$ cat src/rf_pkg.sv
// Register file geometry and the write-port bundle used by both register file write ports
package rf_pkg;

  ////////////////////////////////////////
  // Geometry
  ////////////////////////////////////////

  localparam int REG_AW   = 5;
  localparam int NUM_REGS = 32;

  // Two read ports, one per source operand
  localparam int NUM_RD_PORTS = 2;

  ////////////////////////////////////////
  // Write port
  ////////////////////////////////////////

  // Same layout for the forward port and the WB port
  typedef struct packed {
    logic              we;
    logic [REG_AW-1:0] waddr;
    logic [31:0]       wdata;
  } rf_wr_t;

endpackage

$ cat src/ex_pkg.sv
// Opcodes, ALU operations and decoded control bundle shared by decoder, ALU and execute stage
package ex_pkg;

  // Register address width comes from the register file package
  import rf_pkg::*;

  // Instruction word fields
  localparam int OPC_MSB = 31;
  localparam int OPC_LSB = 28;
  localparam int RD_MSB  = 27;
  localparam int RD_LSB  = 23;
  localparam int RS1_MSB = 22;
  localparam int RS1_LSB = 18;
  localparam int RS2_MSB = 17;
  localparam int RS2_LSB = 13;
  localparam int IMM_MSB = 12;
  localparam int IMM_LSB = 0;

  // Iterative multiplier, one byte of op_b per step
  localparam int MULT_STEPS = 4;
  localparam int MULT_CNT_W = $clog2(MULT_STEPS);

  // Major opcode, bits 31..28
  typedef enum logic [3:0] {
    OP_ADD, OP_SUB, OP_AND, OP_OR, OP_XOR, OP_SLL, OP_SRL, OP_SRA,
    OP_SLT, OP_SLTU, OP_ADDI, OP_MUL, OP_MULHU, OP_BEQ, OP_BNE, OP_BLT
  } op_e;

  // ALU function select, branch compares at the end
  typedef enum logic [3:0] {
    ALU_ADD, ALU_SUB, ALU_AND, ALU_OR, ALU_XOR, ALU_SLL, ALU_SRL, ALU_SRA,
    ALU_SLT, ALU_SLTU, ALU_EQ, ALU_NE, ALU_LTS
  } alu_op_e;

  // Decoded instruction as seen by the execute stage
  typedef struct packed {
    logic              alu_en;
    alu_op_e           alu_op;
    logic              mult_en;
    logic              mult_high;
    logic              branch;
    logic              rd_we;
    logic [REG_AW-1:0] rd;
    logic [31:0]       op_a;
    logic [31:0]       op_b;
    logic [31:0]       imm;
  } ex_ctrl_t;

endpackage

$ cat src/ex_decoder.sv
// Instruction decoder, drives register read addresses and builds the execute control bundle
`timescale 1ns/1ps

module ex_decoder import ex_pkg::*, rf_pkg::*; (
  input  logic              instr_valid_i,
  input  logic [31:0]       instr_i,
  output logic [REG_AW-1:0] raddr_a_o,
  output logic [REG_AW-1:0] raddr_b_o,
  input  logic [31:0]       rdata_a_i,
  input  logic [31:0]       rdata_b_i,
  output ex_ctrl_t          ctrl_o
);

  op_e               opcode;
  logic [REG_AW-1:0] rd;
  logic [31:0]       imm_sext;
  logic              is_mult;
  logic              is_branch;
  alu_op_e           alu_op;

  // Field extraction
  assign opcode    = op_e'(instr_i[OPC_MSB:OPC_LSB]);
  assign rd        = instr_i[RD_MSB:RD_LSB];
  assign raddr_a_o = instr_i[RS1_MSB:RS1_LSB];
  assign raddr_b_o = instr_i[RS2_MSB:RS2_LSB];

  // 13-bit immediate, sign extended to 32
  assign imm_sext = {{(31 - IMM_MSB){instr_i[IMM_MSB]}}, instr_i[IMM_MSB:IMM_LSB]};

  // Instruction classes
  assign is_mult   = (opcode == OP_MUL) || (opcode == OP_MULHU);
  assign is_branch = (opcode == OP_BEQ) || (opcode == OP_BNE) || (opcode == OP_BLT);

  // Opcode to ALU function
  always_comb begin
    case (opcode)
      OP_SUB:  alu_op = ALU_SUB;
      OP_AND:  alu_op = ALU_AND;
      OP_OR:   alu_op = ALU_OR;
      OP_XOR:  alu_op = ALU_XOR;
      OP_SLL:  alu_op = ALU_SLL;
      OP_SRL:  alu_op = ALU_SRL;
      OP_SRA:  alu_op = ALU_SRA;
      OP_SLT:  alu_op = ALU_SLT;
      OP_SLTU: alu_op = ALU_SLTU;
      OP_BEQ:  alu_op = ALU_EQ;
      OP_BNE:  alu_op = ALU_NE;
      OP_BLT:  alu_op = ALU_LTS;
      // ADD, ADDI; ALU idles on multiplies
      default: alu_op = ALU_ADD;
    endcase
  end

  // Control bundle, all enables gated by the valid strobe
  always_comb begin
    ctrl_o           = '0;
    ctrl_o.alu_op    = alu_op;
    ctrl_o.alu_en    = instr_valid_i & ~is_mult;
    ctrl_o.mult_en   = instr_valid_i & is_mult;
    ctrl_o.mult_high = (opcode == OP_MULHU);
    ctrl_o.branch    = instr_valid_i & is_branch;
    // No write for branches or for x0
    ctrl_o.rd_we     = instr_valid_i & ~is_branch & (rd != '0);
    ctrl_o.rd        = rd;
    ctrl_o.op_a      = rdata_a_i;
    // ADDI takes the immediate in place of rs2
    ctrl_o.op_b      = (opcode == OP_ADDI) ? imm_sext : rdata_b_i;
    ctrl_o.imm       = imm_sext;
  end

endmodule

$ cat config.mk
export PLATFORM = sky130hd
export DESIGN_NAME = ex_decoder
export DESIGN_NICKNAME = d
export VERILOG_FILES = /design/src/rf_pkg.sv /design/src/ex_pkg.sv /design/src/ex_decoder.sv
export SDC_FILE = /design/constraint.sdc
export NUM_CORES = 1
export LEC_CHECK = 0
export BUFFER_PORTS_ARGS = -buffer_cell sky130_fd_sc_hd__buf_2
export CAP_MARGIN = 10
export CORE_AREA = 2 2 85 87
export DETAILED_ROUTE_END_ITERATION = 10
export DIE_AREA = 0 0 87 89
export PLACE_DENSITY = 0.58
export SYNTH_ARGS = -nofsm -noshare
export SYNTH_HDL_FRONTEND = slang
export SYNTH_SLANG_ARGS = --single-unit
$ cat constraint.sdc
create_clock -name vclk -period 2.7
set_input_delay 0.27 -clock vclk [all_inputs]
set_output_delay 0.27 -clock vclk [all_outputs]
set_load 0.01 [all_outputs]
* After elaboration in Yosys (flattened, before gate mapping)
Memory sizes are Yosys's and may differ from the RTL's.
Index checks and enable logic that the tools add are counted.
** Cells by class
- Equal/unequal tests :: 6
- Mux-type cells :: 1
- Bitwise logic cells :: 7
- Reductions and logical operators :: 4
** Operators by type and width (number)
- 2-to-1 mux 32 bit :: 1
- == test 4 bit (second input constant) :: 6
- bitwise AND 1 bit :: 5
- nonzero test 5 bit :: 1
- logical OR 1 bit :: 3
- inverter 1 bit :: 2
** Word-level totals
- Memories kept :: 1
- Bits in read-only memories :: 64
- Register bits :: 0
- Word-level logic and storage cells :: 19
** Memory list
- (no name shown) :: words 16, width 4, read ports 1, clocked after memory_dff 0, wr ports 0, line ex_decoder.sv:36 : case (opcode)

* Depth between registers and ports, before layout
Gate-level depths: netlist (run 1).
- Word-level depth :: 6
- Gate-level depth with buffers :: 5
- Mapped depth without buffers :: 4

* Worst setup path before layout (run 1)
Ideal clock, no wire load.
- Kind :: input to output
- From :: input port instr_i[28]
- To :: output port ctrl_o[101] (netlist bit)
- Setup slack :: 1.249 ns
- Stages :: 4
- Arrival :: 1.181 ns
- Cells stage by stage :: inv_1 ha_1 o311ai_0 o211a_1
** RTL lines
- start: declaration :: line ex_decoder.sv:6 : input logic [31:0] instr_i,
- end: declaration :: line ex_decoder.sv:11 : output ex_ctrl_t ctrl_o

==> results by group, run 1 <==
Status
  – Status: finished clean

Final layout
  – Fill count: 746
  – Design Area, Final: 1440 um^2
  – Clock buffers: 0
  – Layout cell share with drive strength beyond 1: 87.96%
  – Seq_cells: 0
  – Footprint of the multi-input gates: 651.9 um^2
  – Area grow syn2layout: 9.307%
  – Fin cells: 271
  – Reg area: 0 um^2
  – Nets: 294
  – Util after Layout: 21.43%
  – Diodes inserted: 0

Placement
  – Dpl cells: 271
  – Port buffer count: 133
  – Hpwl dp: 2737 um
  – Placer Congestion: 0.6191
  – Area after DPL: 1440 um^2
  – Setup WS pre-CTS: 0.6018 ns

STA
  – Final setup fails: 0
  – Fin crit share: 77.03%
  – Hold Fails Final Rpt: 0
  – Fin worst setup slack: 0.6202 ns
  – Final Max Slew Viols: 0
  – Post-layout min period: 2.080 ns
  – Fmax: 480.8 MHz
  – Worst slew pin tran: 0.5619 ns
  – Unrepaired setup endpoints after global routing: false
  – Sum Neg Setup Slack: 0 ns
  – Final hold slack: 0.5400 ns
  – Headroom to the max-slew limit: 62.06%

Setup path
  – CP Class: in2out
  – Max stage delay cell, worst path: buf_4
  – Crit path launch type: input pin
  – Most used cell, CP: buf_2
  – Req. time, crit path: 2.43 ns
  – Slowest stage delay, CP: 0.45 ns
  – Crit end category: primary output
  – CP Max Fanout: 32
  – Crit-path cells: buf_2, inv_1, ha_1, nand3b_4, buf_4, mux2_2, buf_2
  – Setup crit end: ctrl_o[43]
  – CP Data Arrival Time: 1.81 ns
  – Worst Setup SP: instr_i[28]

Die
  – Die Width: 87 um
  – Initial Utilization: 19.61%
  – Core area: 6719 um^2
  – I/O pins: 217
  – Die ar.: 7743 um^2
  – # rows: 30
  – Chip Height: 89 um

Hold path
  – Worst Hold Class: in2out

Synthesis
  – Synth Area in Simple Gates: 4.274%
  – Adder-cell share of the synthesized area: 3.799%
  – Xor/xnor share of the synthesized area: 0%
  – Synth Instances: 143
  – Synth unique cells: 20
  – Mux share of post-synthesis cell area: 37.51%
  – Synth Area in Compound Gates: 3.894%
  – Synth warn: 0
  – Syn avg cell area: 9.213 um^2
  – Synthesized area: 1318 um^2
  – Mapped Nets: 244
  – Sequential-to-total area share from yosys stat: 0%
  – Largest family of logic cells by synthesized area: buffers and inverters

Global routing
  – Largest net degree at the start of global routing: 41
  – Congestion Overflow GR: 0
  – Global-route wire length before repair: 3739 um
  – Vias in the first global route: 858
  – Total GRT Usage: 5.856%
  – Initial antenna violation count: 0

Pwr
  – PD cells: 161.0 nW/um^2
  – Peak supply drop: 29.03 uV
  – Pleak: 0.9498 nW
  – Total power: 0.2318 mW

Route
  – Via count: 1051
  – Antenna-violating nets left: 0
  – Number of DRC markers in iteration 0: 16
  – DRC violations left: 0
  – First-pass DRT Iterations: 2
  – Final WL: 3088 um
  – Vias per cell: 3.878
  – Wirelength per Cell: 11.39 um

Clock network
  – Post-CTS Setup Bufs: 0
  – Post_cts resized: 0
  – # hold bufs at CTS: 0

Flow run
  – Max Cap Violations: 0
==> worst min path at each step <==
stage	startpoint	to	slack (ns)	depth (start not counted)
after floorplan	instr_i[0]	ctrl_o[0]	0.63	1
after global placement	rdata_a_i[1]	ctrl_o[65]	0.54	0
after detailed placement	rdata_a_i[1]	ctrl_o[65]	0.54	0
after CTS	rdata_a_i[1]	ctrl_o[65]	0.54	0
after global routing	rdata_a_i[12]	ctrl_o[76]	0.54	0
final	rdata_a_i[10]	ctrl_o[74]	0.54	0
==> layout by cell type, fill, tap and decap left out, types with 2 or more instances in the layout <==
cell type	instances
nor2_1	2
ha_1	4
and3_1	2
mux2_4	30
a21oi_1	2
inv_1	4
o211a_1	2
mux2_2	3
buf_2	133
==> synth_stat cells <==
master / number / share of area (%)
or4_1: 1 / 0.57
buf_6: 4 / 3.4
ha_1: 4 / 3.8
buf_4: 79 / 45
o21ai_0: 1 / 0.38
mux2_2: 3 / 2.6
nand3b_4: 1 / 1.5
nand3_1: 1 / 0.38
a21oi_1: 2 / 0.76
mux2_4: 30 / 34
o211a_1: 2 / 1.5
nor2_1: 2 / 0.57
mux2i_1: 1 / 0.76
and3_1: 2 / 0.95
a21boi_0: 1 / 0.57
buf_2: 1 / 0.38
inv_1: 4 / 1.1
o311ai_0: 1 / 0.66
clkbuf_1: 2 / 0.57
nand2_1: 1 / 0.28
==> cell type report <==
class / count / share of cell area, %
inverters: 4 / 1.043
well taps: 80 / 6.950
repair buffers: 134 / 46.74
multi-input cells: 53 / 45.27
==> critical path: cells and delay by family <==
kind,cells,cell delay [ns]
muxes,1,0.39
buffers and inverters,4,0.78
and+or+nand+nor,1,0.09
adders and majority gates,1,0.25
==> cells by family after synthesis <==
family	Yosys count
buffers and inverters	90
AOI/OAI and AO/OA	7
muxes	34
and+or+nand+nor	8
adders and majority gates	4
==> metal layers <==
layer  GRT usage [%]  vias up  part of all wire [%]
met5               0        -                     0
met4           2.131        0                   2.8
met3           1.477       16                    13
met2           11.17      101                    49
met1           6.188      447                    36
li1                -      487                     -
==> where the power goes <==
part / total [mW] / switching [mW] / internal [mW]
logic: 0.232 / 0.107 / 0.125
registers: 0 / 0 / 0
clock network: 0 / 0 / 0
Power figures use the tool's default switching activity.
==> run 2: changes to the inputs <==
--- a/config.mk
+++ b/config.mk
@@ -5,12 +5,13 @@
 export SDC_FILE = /design/constraint.sdc
 export NUM_CORES = 1
 export LEC_CHECK = 0
+export ABC_AREA = 1
 export BUFFER_PORTS_ARGS = -buffer_cell sky130_fd_sc_hd__buf_2
 export CAP_MARGIN = 10
-export CORE_AREA = 2 2 85 87
+export CORE_AREA = 2 2 83 85
 export DETAILED_ROUTE_END_ITERATION = 10
-export DIE_AREA = 0 0 87 89
-export PLACE_DENSITY = 0.58
+export DIE_AREA = 0 0 85 87
+export PLACE_DENSITY = 0.57
 export SYNTH_ARGS = -nofsm -noshare
 export SYNTH_HDL_FRONTEND = slang
 export SYNTH_SLANG_ARGS = --single-unit
==> constraint.sdc (replaced) <==
create_clock -name vclk -period 2
set_input_delay 0.2 -clock vclk [all_inputs]
set_output_delay 0.2 -clock vclk [all_outputs]
set_load 0.01 [all_outputs]
==> run 2 against run 1 <==
  * Largest cell class unchanged
  * First-iteration DRC count stayed put
  * Critical path depth is 1 higher
  * Count of clock-buffer cells in the layout stayed put
  * Worst setup slack worse by 0.38 ns
  * Sequential cell count stayed put
  * Non-clock buffer count stayed put
  * Highest routed layer unchanged
  * Global-route usage is 1.3 points higher
  * Final cell count is 21% higher
  * Largest power group unchanged
  * Power is 20% higher
==> results by group, run 2 <==
Synthesis
  – Syn avg cell area: 5.687 um^2
  – Synth Area in Compound Gates: 2.420%
  – Adder-cell share of the synthesized area: 4.400%
  – Synth warn: 0
  – Mapped Nets: 301
  – Synth top area share: 53.47%
  – Sequential-to-total area share from yosys stat: 0%
  – Xor/xnor share of the synthesized area: 0%
  – Largest family of logic cells by synthesized area: buffers and inverters
  – Synth unique cells: 14
  – Synth cell count leaders: nand2_1 (85), buf_4 (81), nor2_1 (7), inv_1 (6), ha_1 (4)
  – Synthesized area: 1137 um^2
  – Synth Area in Simple Gates: 33.77%
  – Most frequent cell after synthesis: nand2_1
  – Mux share of post-synthesis cell area: 0%
  – Synth Instances: 200
  – Largest cells by area after synthesis: buf_4 (53%), nand2_1 (28%), ha_1 (4.4%)
  – Post-synth top area cell: buf_4

Status
  – Status: finished clean

Final layout
  – Diodes inserted: 0
  – Fill count: 758
  – Area grow syn2layout: 11.22%
  – Clock buffers: 0
  – Seq_cells: 0
  – Reg area: 0 um^2
  – Most frequent cells in the layout: buf_2 (133), nand2_1 (85), nor2_1 (7)
  – Layout cell share with drive strength beyond 1: 55.65%
  – Most common cell after layout, fill and taps aside: buf_2
  – Nets: 351

STA
  – Fin worst setup slack: 0.2399 ns
  – Unrepaired setup endpoints after global routing: false
  – Post-layout min period: 1.760 ns
  – Worst slew pin tran: 0.4089 ns
  – Final Max Slew Viols: 0
  – Final setup fails: 0
  – Sum Neg Setup Slack: 0 ns
  – Headroom to the max-slew limit: 72.65%
  – Fmax: 568.1 MHz
  – Fin crit share: 88.01%
  – Hold Fails Final Rpt: 0

Hold path
  – Worst hold path cell count: 0
  – Hold Crit Endpoint: raddr_b_o[1]
  – Worst Hold Class: in2out
  – Hold_sp: instr_i[14]

Placement
  – Placer Congestion: 0.6597
  – Setup WS pre-CTS: 0.2071 ns
  – Hpwl dp: 2681 um
  – Port buffer count: 133

Die
  – Initial Utilization: 17.31%
  – # rows: 30
  – Core area: 6569 um^2
  – Die ar.: 7395 um^2
  – I/O pins: 217
  – Die Width: 85 um
  – Chip Height: 87 um

Setup path
  – Req. time, crit path: 1.80 ns
  – Crit end category: primary output
  – CP Max Fanout: 20
  – CP Class: in2out
  – CP Data Arrival Time: 1.56 ns
  – Crit path launch type: input pin

Global routing
  – Met3 Track Usage GR: 1.991%
  – Congestion Overflow GR: 0
  – Total GRT Usage: 7.160%
  – Vias in the first global route: 967
  – Met1 usage: 7.679%
  – Top Usage Layer GRT: met2
  – Initial antenna violation count: 0
  – Met2 usage: 14.06%
  – Largest net degree at the start of global routing: 33
  – Global-route wire length before repair: 4457 um

Clock network
  – Post-CTS Setup Bufs: 0
  – Post_cts resized: 0
  – # hold bufs at CTS: 0

Route
  – DRC violations left: 0
  – First-pass DRT Iterations: 4
  – Final WL: 3163 um
  – Vias per cell: 3.704
  – Number of DRC markers in iteration 0: 16
  – Via count: 1215
  – Wirelength per Cell: 9.643 um
  – Antenna-violating nets left: 0

Pwr
  – Pleak: 0.9253 nW
  – PD cells: 220.5 nW/um^2
  – Peak supply drop: 76.86 uV

Flow run
  – Max Cap Violations: 0
-- run 2: cell types whose count changed in the layout (fill, tap and decap cells not counted), moves of 3 or more --
cell / delta
mux2_2: -3
mux2_4: -30
nand2_1: +84
nor2_1: +5
-- run 2: worst max path at each step --
stage,from,to,slack [ns],cells after the start
finish,instr_i[28],ctrl_o[63],0.24,8
floorplan,instr_i[28],ctrl_o[33],0.84,7
global placement,instr_i[28],ctrl_o[49],0.28,8
global route,instr_i[28],ctrl_o[56],0.09,8
detailed placement,instr_i[28],ctrl_o[63],0.21,8
CTS,instr_i[28],ctrl_o[63],0.21,8
-- run 2: area by class of cell --
type | count | area, um^2 | area share [%]
inverter | 8 | 30.03 | 2.374
multi-input combinational | 106 | 461.7 | 36.50
tap | 80 | 100.1 | 7.913
timing repair buffer | 134 | 673.1 | 53.21
-- run 2: metrics by stage --
stage	hold WS, ns	power (mW)	cells	util, %	instance area, um^2
floorplan	0.4918	0.2664	200	-	1137
global placement	0.4001	0.2809	328	19.26	1265
detailed placement	0.4001	0.2830	328	19.26	1265
CTS	0.4001	0.2839	328	19.26	1265
global route	0.4000	0.3115	328	19.26	1265
finish	0.4000	0.2789	328	19.26	1265
-- run 2: kinds of logic after synthesis --
family	count (synthesis)
AOI/OAI and AO/OA	5
adders and majority gates	4
and+or+nand+nor	97
buffers and inverters	94
-- run 2: routing by layer --
metal | vias up | wire length [um]
met1 | 508 | 1152
met5 | - | 0
met2 | 83 | 1587
li1 | 614 | -
met3 | 10 | 384
met4 | 0 | 39
-- run 2: critical path, stage by stage --
cell,delay [ns]
buf_2,0.12
inv_1,0.10
ha_1,0.24
nand3_4,0.09
inv_2,0.21
nand2_2,0.31
nand2_1,0.15
buf_2,0.14
-- run 2: power breakdown --
part	internal, mW	switching [mW]
clock network	0	0
logic	0.128	0.151
registers	0	0
total	0.128	0.151
